File: src/rtl/nibble_decoder_pkg.sv
package nibble_decoder_pkg;

  typedef logic [3:0]  nibble_t;
  typedef logic [19:0] addr_t;
  // wide enough for a 16 nibble immediate count
  typedef logic [4:0]  imm_len_t;

  // default immediate buffer depth
  localparam int MAX_IMM_NIBBLES_DEF = 16;

  // first nibbles with their own meaning
  localparam nibble_t OP_BLOCK_0X = 4'h0;
  localparam nibble_t OP_P_EQ_N   = 4'h2;
  localparam nibble_t OP_LOAD_IMM = 4'h3;
  localparam nibble_t OP_GOC      = 4'h4;
  localparam nibble_t OP_GONC     = 4'h5;
  localparam nibble_t OP_GOTO     = 4'h6;
  localparam nibble_t OP_GOSUB    = 4'h7;
  localparam nibble_t OP_BLOCK_CX = 4'hC;
  localparam nibble_t OP_BLOCK_DX = 4'hD;
  localparam nibble_t OP_BLOCK_FX = 4'hF;

  // operand lengths, zero means the next nibble gives it
  localparam imm_len_t IMM_LEN_FROM_NIBBLE = 5'd0;
  localparam imm_len_t IMM_LEN_REL2        = 5'd2;
  localparam imm_len_t IMM_LEN_REL3        = 5'd3;

  typedef enum logic [4:0] {
    ALU_OP_NONE     = 5'd0,
    ALU_OP_ZERO     = 5'd1,
    ALU_OP_COPY     = 5'd2,
    ALU_OP_EXCH     = 5'd3,
    ALU_OP_INC      = 5'd4,
    ALU_OP_DEC      = 5'd5,
    ALU_OP_ADD      = 5'd6,
    ALU_OP_2CMPL    = 5'd7,
    ALU_OP_JMP_REL2 = 5'd8,
    ALU_OP_JMP_REL3 = 5'd9
  } alu_op_e;

  typedef enum logic [2:0] {
    GRP_0X,
    GRP_ARITH,
    GRP_IMM,
    GRP_JUMP,
    GRP_ERROR
  } group_e;

  typedef struct packed {
    alu_op_e alu_op;
    logic    ins_alu_op;
    logic    ins_rtn;
    logic    push;
    logic    pop;
    logic    set_xm;
    logic    set_carry;
    logic    carry_val;
    logic    test_carry;
    logic    en_intr;
    logic    ins_set_mode;
    logic    mode_dec;
    nibble_t imm_value;
  } dec_fields_t;

endpackage

// link between the sequencer and the immediate collector
interface imm_if
  import nibble_decoder_pkg::*;
#(
  parameter int MAX_IMM_NIBBLES = MAX_IMM_NIBBLES_DEF
);
  logic                         start;
  imm_len_t                     length;
  logic                         nibble_we;
  logic                         last;
  logic [4*MAX_IMM_NIBBLES-1:0] data;
  imm_len_t                     count;

  modport ctrl (output start, length, nibble_we, input last, data, count);
  modport coll (input start, length, nibble_we, output last, data, count);
endinterface

File: src/rtl/first_nibble_decoder.sv
module first_nibble_decoder
  import nibble_decoder_pkg::*;
(
  input  nibble_t     i_nibble,
  output group_e      o_group,
  output imm_len_t    o_imm_len,
  output dec_fields_t o_fields
);

  always_comb begin
    o_group   = GRP_ERROR;
    o_imm_len = IMM_LEN_FROM_NIBBLE;
    o_fields  = '0;

    case (i_nibble)
      OP_BLOCK_0X: o_group = GRP_0X;
      OP_P_EQ_N, OP_BLOCK_CX, OP_BLOCK_DX, OP_BLOCK_FX: o_group = GRP_ARITH;
      OP_LOAD_IMM: begin
        // length follows as the first operand nibble
        o_group             = GRP_IMM;
        o_fields.alu_op     = ALU_OP_COPY;
        o_fields.ins_alu_op = 1'b1;
      end
      OP_GOC, OP_GONC: begin
        o_group             = GRP_JUMP;
        o_imm_len           = IMM_LEN_REL2;
        o_fields.alu_op     = ALU_OP_JMP_REL2;
        o_fields.ins_alu_op = 1'b1;
        o_fields.test_carry = 1'b1;
        o_fields.carry_val  = (i_nibble == OP_GOC);
      end
      OP_GOTO, OP_GOSUB: begin
        o_group             = GRP_JUMP;
        o_imm_len           = IMM_LEN_REL3;
        o_fields.alu_op     = ALU_OP_JMP_REL3;
        o_fields.ins_alu_op = 1'b1;
        o_fields.push       = (i_nibble == OP_GOSUB);
      end
      default: o_group = GRP_ERROR;
    endcase
  end

endmodule

File: src/rtl/block0_decoder.sv
module block0_decoder
  import nibble_decoder_pkg::*;
(
  input  nibble_t     i_nibble,
  output dec_fields_t o_fields,
  output logic        o_err
);

  always_comb begin
    o_fields = '0;
    o_err    = 1'b0;

    case (i_nibble)
      // RTNSXM, RTN, RTNSC, RTNCC
      4'h0, 4'h1, 4'h2, 4'h3: begin
        o_fields.ins_rtn   = 1'b1;
        o_fields.pop       = 1'b1;
        o_fields.set_xm    = (i_nibble == 4'h0);
        o_fields.set_carry = i_nibble[1];
        o_fields.carry_val = i_nibble[1] && !i_nibble[0];
      end
      // RTI
      4'hF: begin
        o_fields.ins_rtn = 1'b1;
        o_fields.pop     = 1'b1;
        o_fields.en_intr = 1'b1;
      end
      // SETHEX / SETDEC
      4'h4, 4'h5: begin
        o_fields.ins_set_mode = 1'b1;
        o_fields.mode_dec     = i_nibble[0];
      end
      // RSTK=C pushes, C=RSTK pops
      4'h6, 4'h7: begin
        o_fields.ins_alu_op = 1'b1;
        o_fields.alu_op     = ALU_OP_COPY;
        o_fields.push       = !i_nibble[0];
        o_fields.pop        = i_nibble[0];
      end
      4'h8: begin
        o_fields.ins_alu_op = 1'b1;
        o_fields.alu_op     = ALU_OP_ZERO;
      end
      4'h9, 4'hA: begin
        o_fields.ins_alu_op = 1'b1;
        o_fields.alu_op     = ALU_OP_COPY;
      end
      4'hB: begin
        o_fields.ins_alu_op = 1'b1;
        o_fields.alu_op     = ALU_OP_EXCH;
      end
      // P=P+1 / P=P-1
      4'hC, 4'hD: begin
        o_fields.ins_alu_op = 1'b1;
        o_fields.alu_op     = i_nibble[0] ? ALU_OP_DEC : ALU_OP_INC;
      end
      default: o_err = 1'b1;
    endcase
  end

endmodule

File: src/rtl/reg_arith_decoder.sv
module reg_arith_decoder
  import nibble_decoder_pkg::*;
(
  input  nibble_t     i_group_nibble,
  input  nibble_t     i_nibble,
  output dec_fields_t o_fields,
  output logic        o_err
);

  logic upper_quad;

  // x in C..F selects the second op of a group
  assign upper_quad = i_nibble[3] && i_nibble[2];

  always_comb begin
    o_fields            = '0;
    o_fields.ins_alu_op = 1'b1;
    o_err               = 1'b0;

    case (i_group_nibble)
      OP_P_EQ_N: begin
        o_fields.alu_op    = ALU_OP_COPY;
        o_fields.imm_value = i_nibble;
      end
      OP_BLOCK_CX: o_fields.alu_op = upper_quad ? ALU_OP_DEC : ALU_OP_ADD;
      OP_BLOCK_DX: o_fields.alu_op = upper_quad ? ALU_OP_EXCH : ALU_OP_COPY;
      OP_BLOCK_FX: begin
        // only r=-r is handled, 8..B
        if (i_nibble[3] && !i_nibble[2]) begin
          o_fields.alu_op = ALU_OP_2CMPL;
        end else begin
          o_err = 1'b1;
        end
      end
      default: o_err = 1'b1;
    endcase
  end

endmodule

File: src/rtl/immediate_collector.sv
module immediate_collector
  import nibble_decoder_pkg::*;
#(
  parameter int MAX_IMM_NIBBLES = MAX_IMM_NIBBLES_DEF
) (
  input  logic                         i_clk,
  input  logic                         i_reset,
  input  nibble_t                      i_nibble,
  imm_if.coll                          imm,
  output logic [4*MAX_IMM_NIBBLES-1:0] o_imm_data,
  output imm_len_t                     o_imm_count
);

  localparam imm_len_t CAPACITY = imm_len_t'(MAX_IMM_NIBBLES);

  imm_len_t len_q;
  logic     need_len;
  imm_len_t count_next;
  logic     data_we;

  assign count_next = o_imm_count + 5'd1;
  // a length field nibble never counts as data
  assign data_we    = imm.nibble_we && !need_len;
  assign imm.last   = data_we && (count_next == len_q);

  always_ff @(posedge i_clk) begin
    if (i_reset) begin
      o_imm_count <= '0;
      len_q       <= '0;
      need_len    <= 1'b0;
    end else if (imm.start) begin
      o_imm_count <= '0;
      len_q       <= imm.length;
      need_len    <= (imm.length == IMM_LEN_FROM_NIBBLE);
    end else if (imm.nibble_we) begin
      if (need_len) begin
        // 3n loads n+1 nibbles
        len_q    <= imm_len_t'(i_nibble) + 5'd1;
        need_len <= 1'b0;
      end else begin
        o_imm_count <= count_next;
      end
    end
  end

  // lowest nibble first, extra nibbles beyond capacity are dropped
  always_ff @(posedge i_clk) begin
    if (imm.start) begin
      o_imm_data <= '0;
    end else if (data_we && (o_imm_count < CAPACITY)) begin
      o_imm_data[o_imm_count*4 +: 4] <= i_nibble;
    end
  end

  assign imm.data  = o_imm_data;
  assign imm.count = o_imm_count;

endmodule

File: src/rtl/decode_sequencer.sv
module decode_sequencer
  import nibble_decoder_pkg::*;
(
  input  logic        i_clk,
  input  logic        i_reset,
  input  logic        i_en_dec,
  input  logic        i_stalled,
  input  addr_t       i_pc,
  input  nibble_t     i_nibble,

  input  group_e      i_group,
  input  imm_len_t    i_imm_len,
  input  dec_fields_t i_first_fields,
  input  dec_fields_t i_blk0_fields,
  input  logic        i_blk0_err,
  input  dec_fields_t i_arith_fields,
  input  logic        i_arith_err,

  output nibble_t     o_first_nibble_held,
  output logic        o_ins_decoded,
  output logic        o_dec_error,
  output addr_t       o_ins_addr,
  output dec_fields_t o_fields,

  imm_if.ctrl         imm
);

  // the state also remembers the group of the first nibble
  typedef enum logic [1:0] {
    ST_FIRST,
    ST_SECOND_0X,
    ST_SECOND_ARITH,
    ST_OPERAND
  } state_e;

  state_e state;
  logic   accept;
  logic   first_accept;

  // one nibble per enabled, unstalled cycle
  assign accept       = i_en_dec && !i_stalled;
  assign first_accept = accept && (state == ST_FIRST);

  assign imm.start     = first_accept && ((i_group == GRP_IMM) || (i_group == GRP_JUMP));
  assign imm.length    = i_imm_len;
  assign imm.nibble_we = accept && (state == ST_OPERAND);

  always_ff @(posedge i_clk) begin
    if (i_reset) begin
      state         <= ST_FIRST;
      o_ins_decoded <= 1'b0;
      o_dec_error   <= 1'b0;
      o_fields      <= '0;
    end else begin
      // pulses last one cycle at most
      o_ins_decoded <= 1'b0;
      o_dec_error   <= 1'b0;

      if (accept) begin
        case (state)
          ST_FIRST: begin
            // jumps and loads come preset, others start cleared
            o_fields <= i_first_fields;
            case (i_group)
              GRP_0X:    state <= ST_SECOND_0X;
              GRP_ARITH: state <= ST_SECOND_ARITH;
              GRP_IMM,
              GRP_JUMP:  state <= ST_OPERAND;
              default:   o_dec_error <= 1'b1;
            endcase
          end

          ST_SECOND_0X: begin
            state <= ST_FIRST;
            if (i_blk0_err) begin
              o_dec_error <= 1'b1;
            end else begin
              o_fields      <= i_blk0_fields;
              o_ins_decoded <= 1'b1;
            end
          end

          ST_SECOND_ARITH: begin
            state <= ST_FIRST;
            if (i_arith_err) begin
              o_dec_error <= 1'b1;
            end else begin
              o_fields      <= i_arith_fields;
              o_ins_decoded <= 1'b1;
            end
          end

          ST_OPERAND: begin
            // keep the latest operand nibble visible
            o_fields.imm_value <= i_nibble;
            if (imm.last) begin
              state         <= ST_FIRST;
              o_ins_decoded <= 1'b1;
            end
          end

          default: state <= ST_FIRST;
        endcase
      end
    end
  end

  // instruction address and group nibble
  always_ff @(posedge i_clk) begin
    if (first_accept) begin
      o_ins_addr          <= i_pc;
      o_first_nibble_held <= i_nibble;
    end
  end

endmodule

File: src/rtl/nibble_decoder_top.sv
module nibble_decoder_top
  import nibble_decoder_pkg::*;
#(
  parameter int MAX_IMM_NIBBLES = MAX_IMM_NIBBLES_DEF
) (
  input  logic                         i_clk,
  input  logic                         i_reset,
  input  logic                         i_en_dec,
  input  logic                         i_stalled,
  input  addr_t                        i_pc,
  input  nibble_t                      i_nibble,

  output logic                         o_ins_decoded,
  output logic                         o_dec_error,
  output addr_t                        o_ins_addr,
  output alu_op_e                      o_alu_op,
  output logic                         o_ins_alu_op,
  output logic                         o_ins_rtn,
  output logic                         o_push,
  output logic                         o_pop,
  output logic                         o_set_xm,
  output logic                         o_set_carry,
  output logic                         o_carry_val,
  output logic                         o_test_carry,
  output logic                         o_en_intr,
  output logic                         o_ins_set_mode,
  output logic                         o_mode_dec,
  output nibble_t                      o_imm_value,
  output logic [4*MAX_IMM_NIBBLES-1:0] o_imm_data,
  output imm_len_t                     o_imm_count
);

  group_e      group;
  imm_len_t    imm_len;
  dec_fields_t first_fields;
  dec_fields_t blk0_fields;
  logic        blk0_err;
  dec_fields_t arith_fields;
  logic        arith_err;
  nibble_t     first_nibble_held;
  dec_fields_t fields;

  imm_if #(.MAX_IMM_NIBBLES(MAX_IMM_NIBBLES)) imm ();

  decode_sequencer u_seq (
    .i_clk               (i_clk),
    .i_reset             (i_reset),
    .i_en_dec            (i_en_dec),
    .i_stalled           (i_stalled),
    .i_pc                (i_pc),
    .i_nibble            (i_nibble),
    .i_group             (group),
    .i_imm_len           (imm_len),
    .i_first_fields      (first_fields),
    .i_blk0_fields       (blk0_fields),
    .i_blk0_err          (blk0_err),
    .i_arith_fields      (arith_fields),
    .i_arith_err         (arith_err),
    .o_first_nibble_held (first_nibble_held),
    .o_ins_decoded       (o_ins_decoded),
    .o_dec_error         (o_dec_error),
    .o_ins_addr          (o_ins_addr),
    .o_fields            (fields),
    .imm                 (imm.ctrl)
  );

  first_nibble_decoder u_first (
    .i_nibble  (i_nibble),
    .o_group   (group),
    .o_imm_len (imm_len),
    .o_fields  (first_fields)
  );

  block0_decoder u_blk0 (
    .i_nibble (i_nibble),
    .o_fields (blk0_fields),
    .o_err    (blk0_err)
  );

  // the group nibble comes back from the sequencer
  reg_arith_decoder u_arith (
    .i_group_nibble (first_nibble_held),
    .i_nibble       (i_nibble),
    .o_fields       (arith_fields),
    .o_err          (arith_err)
  );

  immediate_collector #(.MAX_IMM_NIBBLES(MAX_IMM_NIBBLES)) u_imm (
    .i_clk       (i_clk),
    .i_reset     (i_reset),
    .i_nibble    (i_nibble),
    .imm         (imm.coll),
    .o_imm_data  (o_imm_data),
    .o_imm_count (o_imm_count)
  );

  assign o_alu_op       = fields.alu_op;
  assign o_ins_alu_op   = fields.ins_alu_op;
  assign o_ins_rtn      = fields.ins_rtn;
  assign o_push         = fields.push;
  assign o_pop          = fields.pop;
  assign o_set_xm       = fields.set_xm;
  assign o_set_carry    = fields.set_carry;
  assign o_carry_val    = fields.carry_val;
  assign o_test_carry   = fields.test_carry;
  assign o_en_intr      = fields.en_intr;
  assign o_ins_set_mode = fields.ins_set_mode;
  assign o_mode_dec     = fields.mode_dec;
  assign o_imm_value    = fields.imm_value;

endmodule

File: config.mk
export PLATFORM = sky130hd
export DESIGN_NAME = nibble_decoder_top
export DESIGN_NICKNAME = d
export VERILOG_FILES = /design/src/rtl/nibble_decoder_pkg.sv /design/src/rtl/first_nibble_decoder.sv /design/src/rtl/block0_decoder.sv /design/src/rtl/reg_arith_decoder.sv /design/src/rtl/immediate_collector.sv /design/src/rtl/decode_sequencer.sv /design/src/rtl/nibble_decoder_top.sv
export SDC_FILE = /design/constraint.sdc
export NUM_CORES = 1
export LEC_CHECK = 0
export ABC_AREA = 0
export BUFFER_PORTS_ARGS = -buffer_cell sky130_fd_sc_hd__buf_2
export CORE_ASPECT_RATIO = 1.4
export CORE_MARGIN = 8
export CORE_UTILIZATION = 53
export CTS_CLUSTER_SIZE = 16
export DETAILED_ROUTE_END_ITERATION = 8
export GPL_TIMING_DRIVEN = 0
export MAX_ROUTING_LAYER = met4
export PLACE_DENSITY = 0.79
export SLEW_MARGIN = 20
export SYNTH_ARGS = -nofsm -noshare
export SYNTH_HDL_FRONTEND = slang
export SYNTH_SLANG_ARGS = --single-unit
export TNS_END_PERCENT = 50
File: constraint.sdc
create_clock -name i_clk -period 3.6 [get_ports i_clk]
set_input_delay 0.18 -clock i_clk [delete_from_list [all_inputs] [get_ports i_clk]]
set_output_delay 0.18 -clock i_clk [all_outputs]
set_load 0.005 [all_outputs]
After elaboration in Yosys (flattened, before gate mapping)
Index checks and enable logic that the tools add are counted.
{ "totals": {"register_bits": 123, "in_bits": 28, "output_inout_bits": 111, "wordCells": 142} }
{ "op_classes": {"add_sub_neg": 3, "n_lt_le_gt_ge": 1, "eq_ne": 29, "n_shift": 2, "muxes": 41, "bitwise_logic": 2, "n_reduce_logical": 42} }
{ "op_table": {"columns": ["op", "count"], "rows": [
  ["bitwise mux 64 bit", 1],
  ["variable shift 4 x 34 -> 64 bit, first input constant", 1],
  ["variable part select 4 x 34 -> 64 bit", 1],
  ["one-hot mux 16 bit (3 select lines)", 1],
  ["equality test 4 bit, second input constant", 10],
  ["2-to-1 mux 20 bit", 2],
  ["negation 7 -> 34 bit", 1],
  ["one-hot mux 6 bit (4 select lines)", 1],
  ["one-hot mux 5 bit (4 select lines)", 1],
  ["OR reduction 4 bit", 5],
  ["equality test 4 x 3 -> 1 bit, second input constant", 4],
  ["one-hot mux 4 bit (4 select lines)", 1],
  ["2-to-1 mux 1 bit", 15],
  ["2-to-1 mux 5 bit", 3],
  ["one-hot mux 5 bit (3 select lines)", 1],
  ["OR reduction 15 bit", 1],
  ["OR reduction 2 bit", 7],
  ["equality test 4 x 2 -> 1 bit, second input constant", 3],
  ["one-hot mux 2 bit (3 select lines)", 2],
  ["one-hot mux 3 bit (4 select lines)", 1],
  ["logical AND 1 bit", 10],
  ["2-to-1 mux 2 bit", 4],
  ["equality test 3 x 2 -> 1 bit, second input constant", 2],
  ["2-to-1 mux 3 bit", 2],
  ["28 further kinds", 40]
]} }

Logic depth before layout (Yosys ltp)
{ "depth": {"ltp_word": 8, "depth_mapped": 14, "mapped_depth_nobuf": 10} }

By module
Synthesis repeated with hierarchy kept, for this count alone.
{ "unflattened": {"cells_unflattened": 729, "hier_area_um2": 6856.6} }
{ "modules_own_cells": {"columns": ["mod", "n_inst", "cells_each", "area_each_um2", "seq_area_each_um2"], "rows": [
  ["immediate_collector", 1, 422, 3975.1, 1501.4],
  ["decode_sequencer", 1, 204, 2162.1, 1201.2],
  ["block0_decoder", 1, 33, 252.7, 0.0],
  ["reg_arith_decoder", 1, 34, 241.5, 0.0],
  ["first_nibble_decoder", 1, 36, 225.2, 0.0]
]} }

Worst setup path before layout
Ideal clock, no wire load.
{ "synth_timing": {"path_kind": "reg-to-reg", "from": "register u_imm.o_imm_count[0] (netlist: u_imm.imm.count[0])", "to": "register u_imm.o_imm_data[21] (netlist: u_imm.imm.data[21])", "t_arrival_ps": 2877, "path_slack_ps": 595, "path_stages_with_launch": 14, "path_cell_list": "dfxtp_1 > buf_2 > clkinv_1 > ha_1 > buf_4 > or3b_1 > inv_1 > ha_1 > nor2_1 > nand4_4 > or4_1 > buf_2 > mux2i_1 > nor2_1"} }
{ "synth_via": {"elab_chain_cells": 3} }
{ "synth_rtl": {"columns": ["element", "line", "text"], "rows": [
  ["from (decl)", "immediate_collector.sv:11", "output imm_len_t o_imm_count"],
  ["from (signal assigned)", "immediate_collector.sv:41", "o_imm_count <= count_next;"],
  ["negation 7 -> 34 bit", "immediate_collector.sv:51", "o_imm_data[o_imm_count*4 +: 4] <= i_nibble;"],
  ["variable part select 4 x 34 -> 64 bit or variable shift 4 x 34 -> 64 bit (tied branches)", "immediate_collector.sv:51", null],
  ["bitwise mux 64 bit", "immediate_collector.sv:51", null],
  ["to (signal, indexed assignment)", "immediate_collector.sv:51", null],
  ["to (decl)", "immediate_collector.sv:10", "output logic [4*MAX_IMM_NIBBLES-1:0] o_imm_data,"]
]} }
Parallel ways exist; a longest one is shown, timed or not.
A chain may end at the register's enable or synchronous reset.

Worst setup path in the final report
{ "layout_timing": {"from": "register u_imm.o_imm_count[0] (netlist: u_imm.imm.count[0])", "to": "register u_imm.o_imm_data[22] (netlist: u_imm.imm.data[22])"} }
Same word-level chain as after synthesis.

==> impl_results.md <==
- Final number of setup-violating endpoints: 0
- Multiplexer share of the synthesized area: 0.0916
- H-tree depth: 4
- First-pass GRT wire length: 25.7 mm
- Seq pwr share: 0.433
- CP peak stage delay: 0.48 ns
- Vias: 5008
- Insertion delay to the later sink of the worst-skew pair: 0.41 ns
- Die Ht: 137 um
- Worst-path maximum fanout: 10
- Final net count: 789
- Gr usage total: 0.242
- Crit path capture type: register
- EDFF count, synth: 24
- Status: complete, no violations
- Die X: 103 um
- Drt via density: 5.56
- Top-area cell type share of the netlist area: 0.351
- Vias in the first global route: 5319
- Starting density of the core: 0.540
- Ys async rst share: 0
- Buffers on Ports: 137
- DRC Markers: 0
- Syn Nets: 612
- Routed len/inst: 18.1 um
- DP Wirelength: 11.8 mm
- Critical-path cell list: buf_2 -> clkinvlp_4 -> ha_1 -> buf_4 -> or3b_1 -> inv_1 -> ha_1 -> nor2_1 -> nand4_4 -> or4_1 -> buf_2 -> mux2i_1 -> nor2_1
- Die area: 14100 um2
- Max-cap violations: 0
- Post-Synthesis Cell Area: 5590 um2
- Share of cells above drive strength 1: 0.277
- Post-DRT Antenna Nets: 0
- Core ar.: 10300 um2
- Post-CTS Setup Inserts: 0
- Grt total ovfl: 0
- Setup CP Type: register to register
- Compound-Gate Fraction of Synth Area: 0.137
- Crit start category: register
- Main combinational cell family by area after synthesis: simple AND/OR/NAND/NOR gates
- RSZ-0062 raised after global routing: false
- PwrDens: 457 nW/um2
- Leading area contributor after synthesis: dfxtp_1
- Worst VDD drop: 414 uV
- Ant diodes: 0
- Worst path slowest cell: or4_1
- Fin Setup TNS: 0 ns
- Least-Margin Pin Slew: 0.757 ns
- Post-Route WL: 16.3 mm
- Worst-path clk slew: 0.06 ns
- Largest net degree at the start of global routing: 28
- Cell-internal power: 2.52 mW
- Worst path required time: 3.89 ns
- Placer Congestion: 0.928
- Tmin final: 3.37 ns
- Clock Sinks: 122
- Sequential fraction of the synthesis area: 0.480
- Number of distinct library cells after synthesis: 74
- Worst hold-check path type: primary input to register
- Syn. warnings: 0
- LEAKAGE: 3.29 nW
- Num rows: 44
- CP arrival: 3.65 ns
- Slew Viols, Final: 0
- Clock Power Share: 0.501
- Clk Tree Root Cell: clkbuf_16
- Largest cells by area after synthesis: dfxtp_1 (35%), edfxtp_1 (13%), mux2i_1 (9.0%)
- NetSw: 782 uW
- Initial antenna violation count: 0
- CTS Buffer Depth: 2
- Slew margin rel.: 0.495
- Hold Vio Cnt, Final: 0
- Average size of a mapped cell: 9.77 um2
- Layout overhead on the synthesized area: 29.5%
- # IOs: 139
- Crit share post-route: 0.935
- Area share of fa/ha/maj cells after synthesis: 0.0269
- Total CTS buffers: 17
- Post-Route Skew: 0.00673 ns
- Max Freq: 0.297 GHz
- Register bit total from synthesis: 122
- Initial drt markers: 269
- Post-synthesis xor/xnor area fraction: 0.0188
- Placed Cells: 847
- Sw Share: 0.237
- Gate Count Post-Synth: 572
- Main synth FF type: dfxtp_1
- CTS tree: built
- Logic pwr share: 0.066
- DR pass1 iterations: 5
- Simple-gate area share of the yosys netlist: 0.203
- Final std cells w/o fill: 900
-- Yosys cell counts (4+ instances only) --
| library cell | count |
|---|---|
| dfxtp_1 | 98 |
| nor3_1 | 13 |
| and2_1 | 5 |
| inv_1 | 13 |
| nand3b_1 | 6 |
| edfxtp_1 | 24 |
| nor2b_1 | 4 |
| mux2i_1 | 50 |
| nand3_1 | 22 |
| clkbuf_1 | 19 |
| o211ai_2 | 4 |
| xnor2_1 | 8 |
| a21oi_1 | 30 |
| xor2_1 | 4 |
| nor2_1 | 69 |
| or3_1 | 5 |
| o21ai_0 | 19 |
| nand2_1 | 57 |
| and3_1 | 6 |
| a211oi_1 | 5 |
| nand2b_1 | 5 |
| ha_1 | 12 |
| nand4_1 | 9 |
| buf_2 | 11 |
-- path summary, 6_finish.rpt --
path,start,end,slack (ns),cells past startpoint
worst max register to register,u_imm.imm.count[0]$_SDFFE_PP0P_,u_imm.imm.data[22]$_SDFFE_PP0P_,0.23,13
worst min register to register,u_seq.o_fields[10]$_SDFFE_PP0P_,u_seq.o_fields[10]$_SDFFE_PP0P_,0.45,2
worst min-delay path,i_nibble[2],u_seq.o_first_nibble_held[2]$_DFFE_PP_,0.03,1
worst max-delay path,u_imm.imm.count[0]$_SDFFE_PP0P_,u_imm.imm.data[22]$_SDFFE_PP0P_,0.23,13
-- cells in the final DEF, fill, tap and decap left out, types with 17 or more instances in the layout --
cell	n
buf_2	148
dfxtp_1	98
nor2_1	69
nand2_1	57
mux2i_1	50
a21oi_1	30
edfxtp_1	24
nand3_1	22
dlygate4sd3_1	21
clkbuf_1	19
o21ai_0	19
clkbuf_16	17
-- through the flow --
| stage | hold WS (ns) | area (um2) | setup WS [ns] | total power, mW | utilization |
|---|---|---|---|---|---|
| after floorplan | 0.279 | 5590 | 0.595 | 1.58 | - |
| after global placement | 0.358 | 6440 | 0.282 | 1.65 | 0.623 |
| after detailed placement | 0.359 | 6450 | 0.218 | 1.65 | 0.623 |
| after CTS | 0.00570 | 7230 | 0.131 | 3.32 | 0.699 |
| after global routing | 0.0137 | 7240 | 0.0542 | 3.40 | 0.699 |
| final | 0.0269 | 7240 | 0.234 | 3.30 | 0.699 |
-- power by group through the flow --
stage	combinational, mW	clock, mW	sequential (mW)
2_1_floorplan	0.116	0	1.46
3_3_place_gp	0.193	0	1.46
3_5_place_dp	0.195	0	1.46
4_1_cts	0.215	1.67	1.43
5_1_grt	0.237	1.73	1.43
6_report	0.218	1.66	1.43
-- sequential cells by signal, indices dropped and copies added, names as in the netlist --
| register | count |
|---|---|
| u_imm.imm.count | 5 |
| u_seq.state | 2 |
| u_seq.o_first_nibble_held | 4 |
| u_imm.len_q | 5 |
| u_seq.o_ins_decoded | 1 |
| u_imm.imm.data | 64 |
| u_seq.o_dec_error | 1 |
| u_imm.need_len | 1 |
| u_seq.o_ins_addr | 20 |
| u_seq.o_fields | 19 |
-- cells by family after synthesis --
logic type / after synthesis
AO/OA/AOI/OAI: 99
adder cells (fa/ha/maj): 12
other: 1
buffers and inverters: 53
multiplexers: 51
AND/OR/NAND/NOR: 222
XOR/XNOR: 12
flip-flops: 122
-- per-layer routing --
layer,global-route usage,part of all wire,up-vias
met3,0.0556,0.078,47
met1,0.258,0.39,2349
met2,0.401,0.49,222
li1,-,-,2390
met5,-,0,-
met4,0.140,0.042,0
-- final cells by class --
cell class,count,area (um2)
buffer,37,176
clock buffer,18,429
clock inverter,14,148
fill,794,3110
inverter,16,63.8
multi-input combinational,397,2670
sequential,122,2680
tap,138,173
timing repair buffer,158,896
-- critical path: cells and delay by family, from the launching register on --
| family | cells | cell delay [ns] |
|---|---|---|
| flops | 1 | 0.34 |
| simple gates | 5 | 1.23 |
| buf+inv | 5 | 0.99 |
| fa+ha+maj | 2 | 0.46 |
| mux | 1 | 0.19 |
-- what timing repair did --
item / in CTS / in global routing
endpoints found under the setup margin: 0 / 6
hold buffers: 21 / 0
resized for setup: 0 / 1
endpoints found under the hold margin: 21 / 0
No activity file was read; power rests on OpenSTA's default activity.
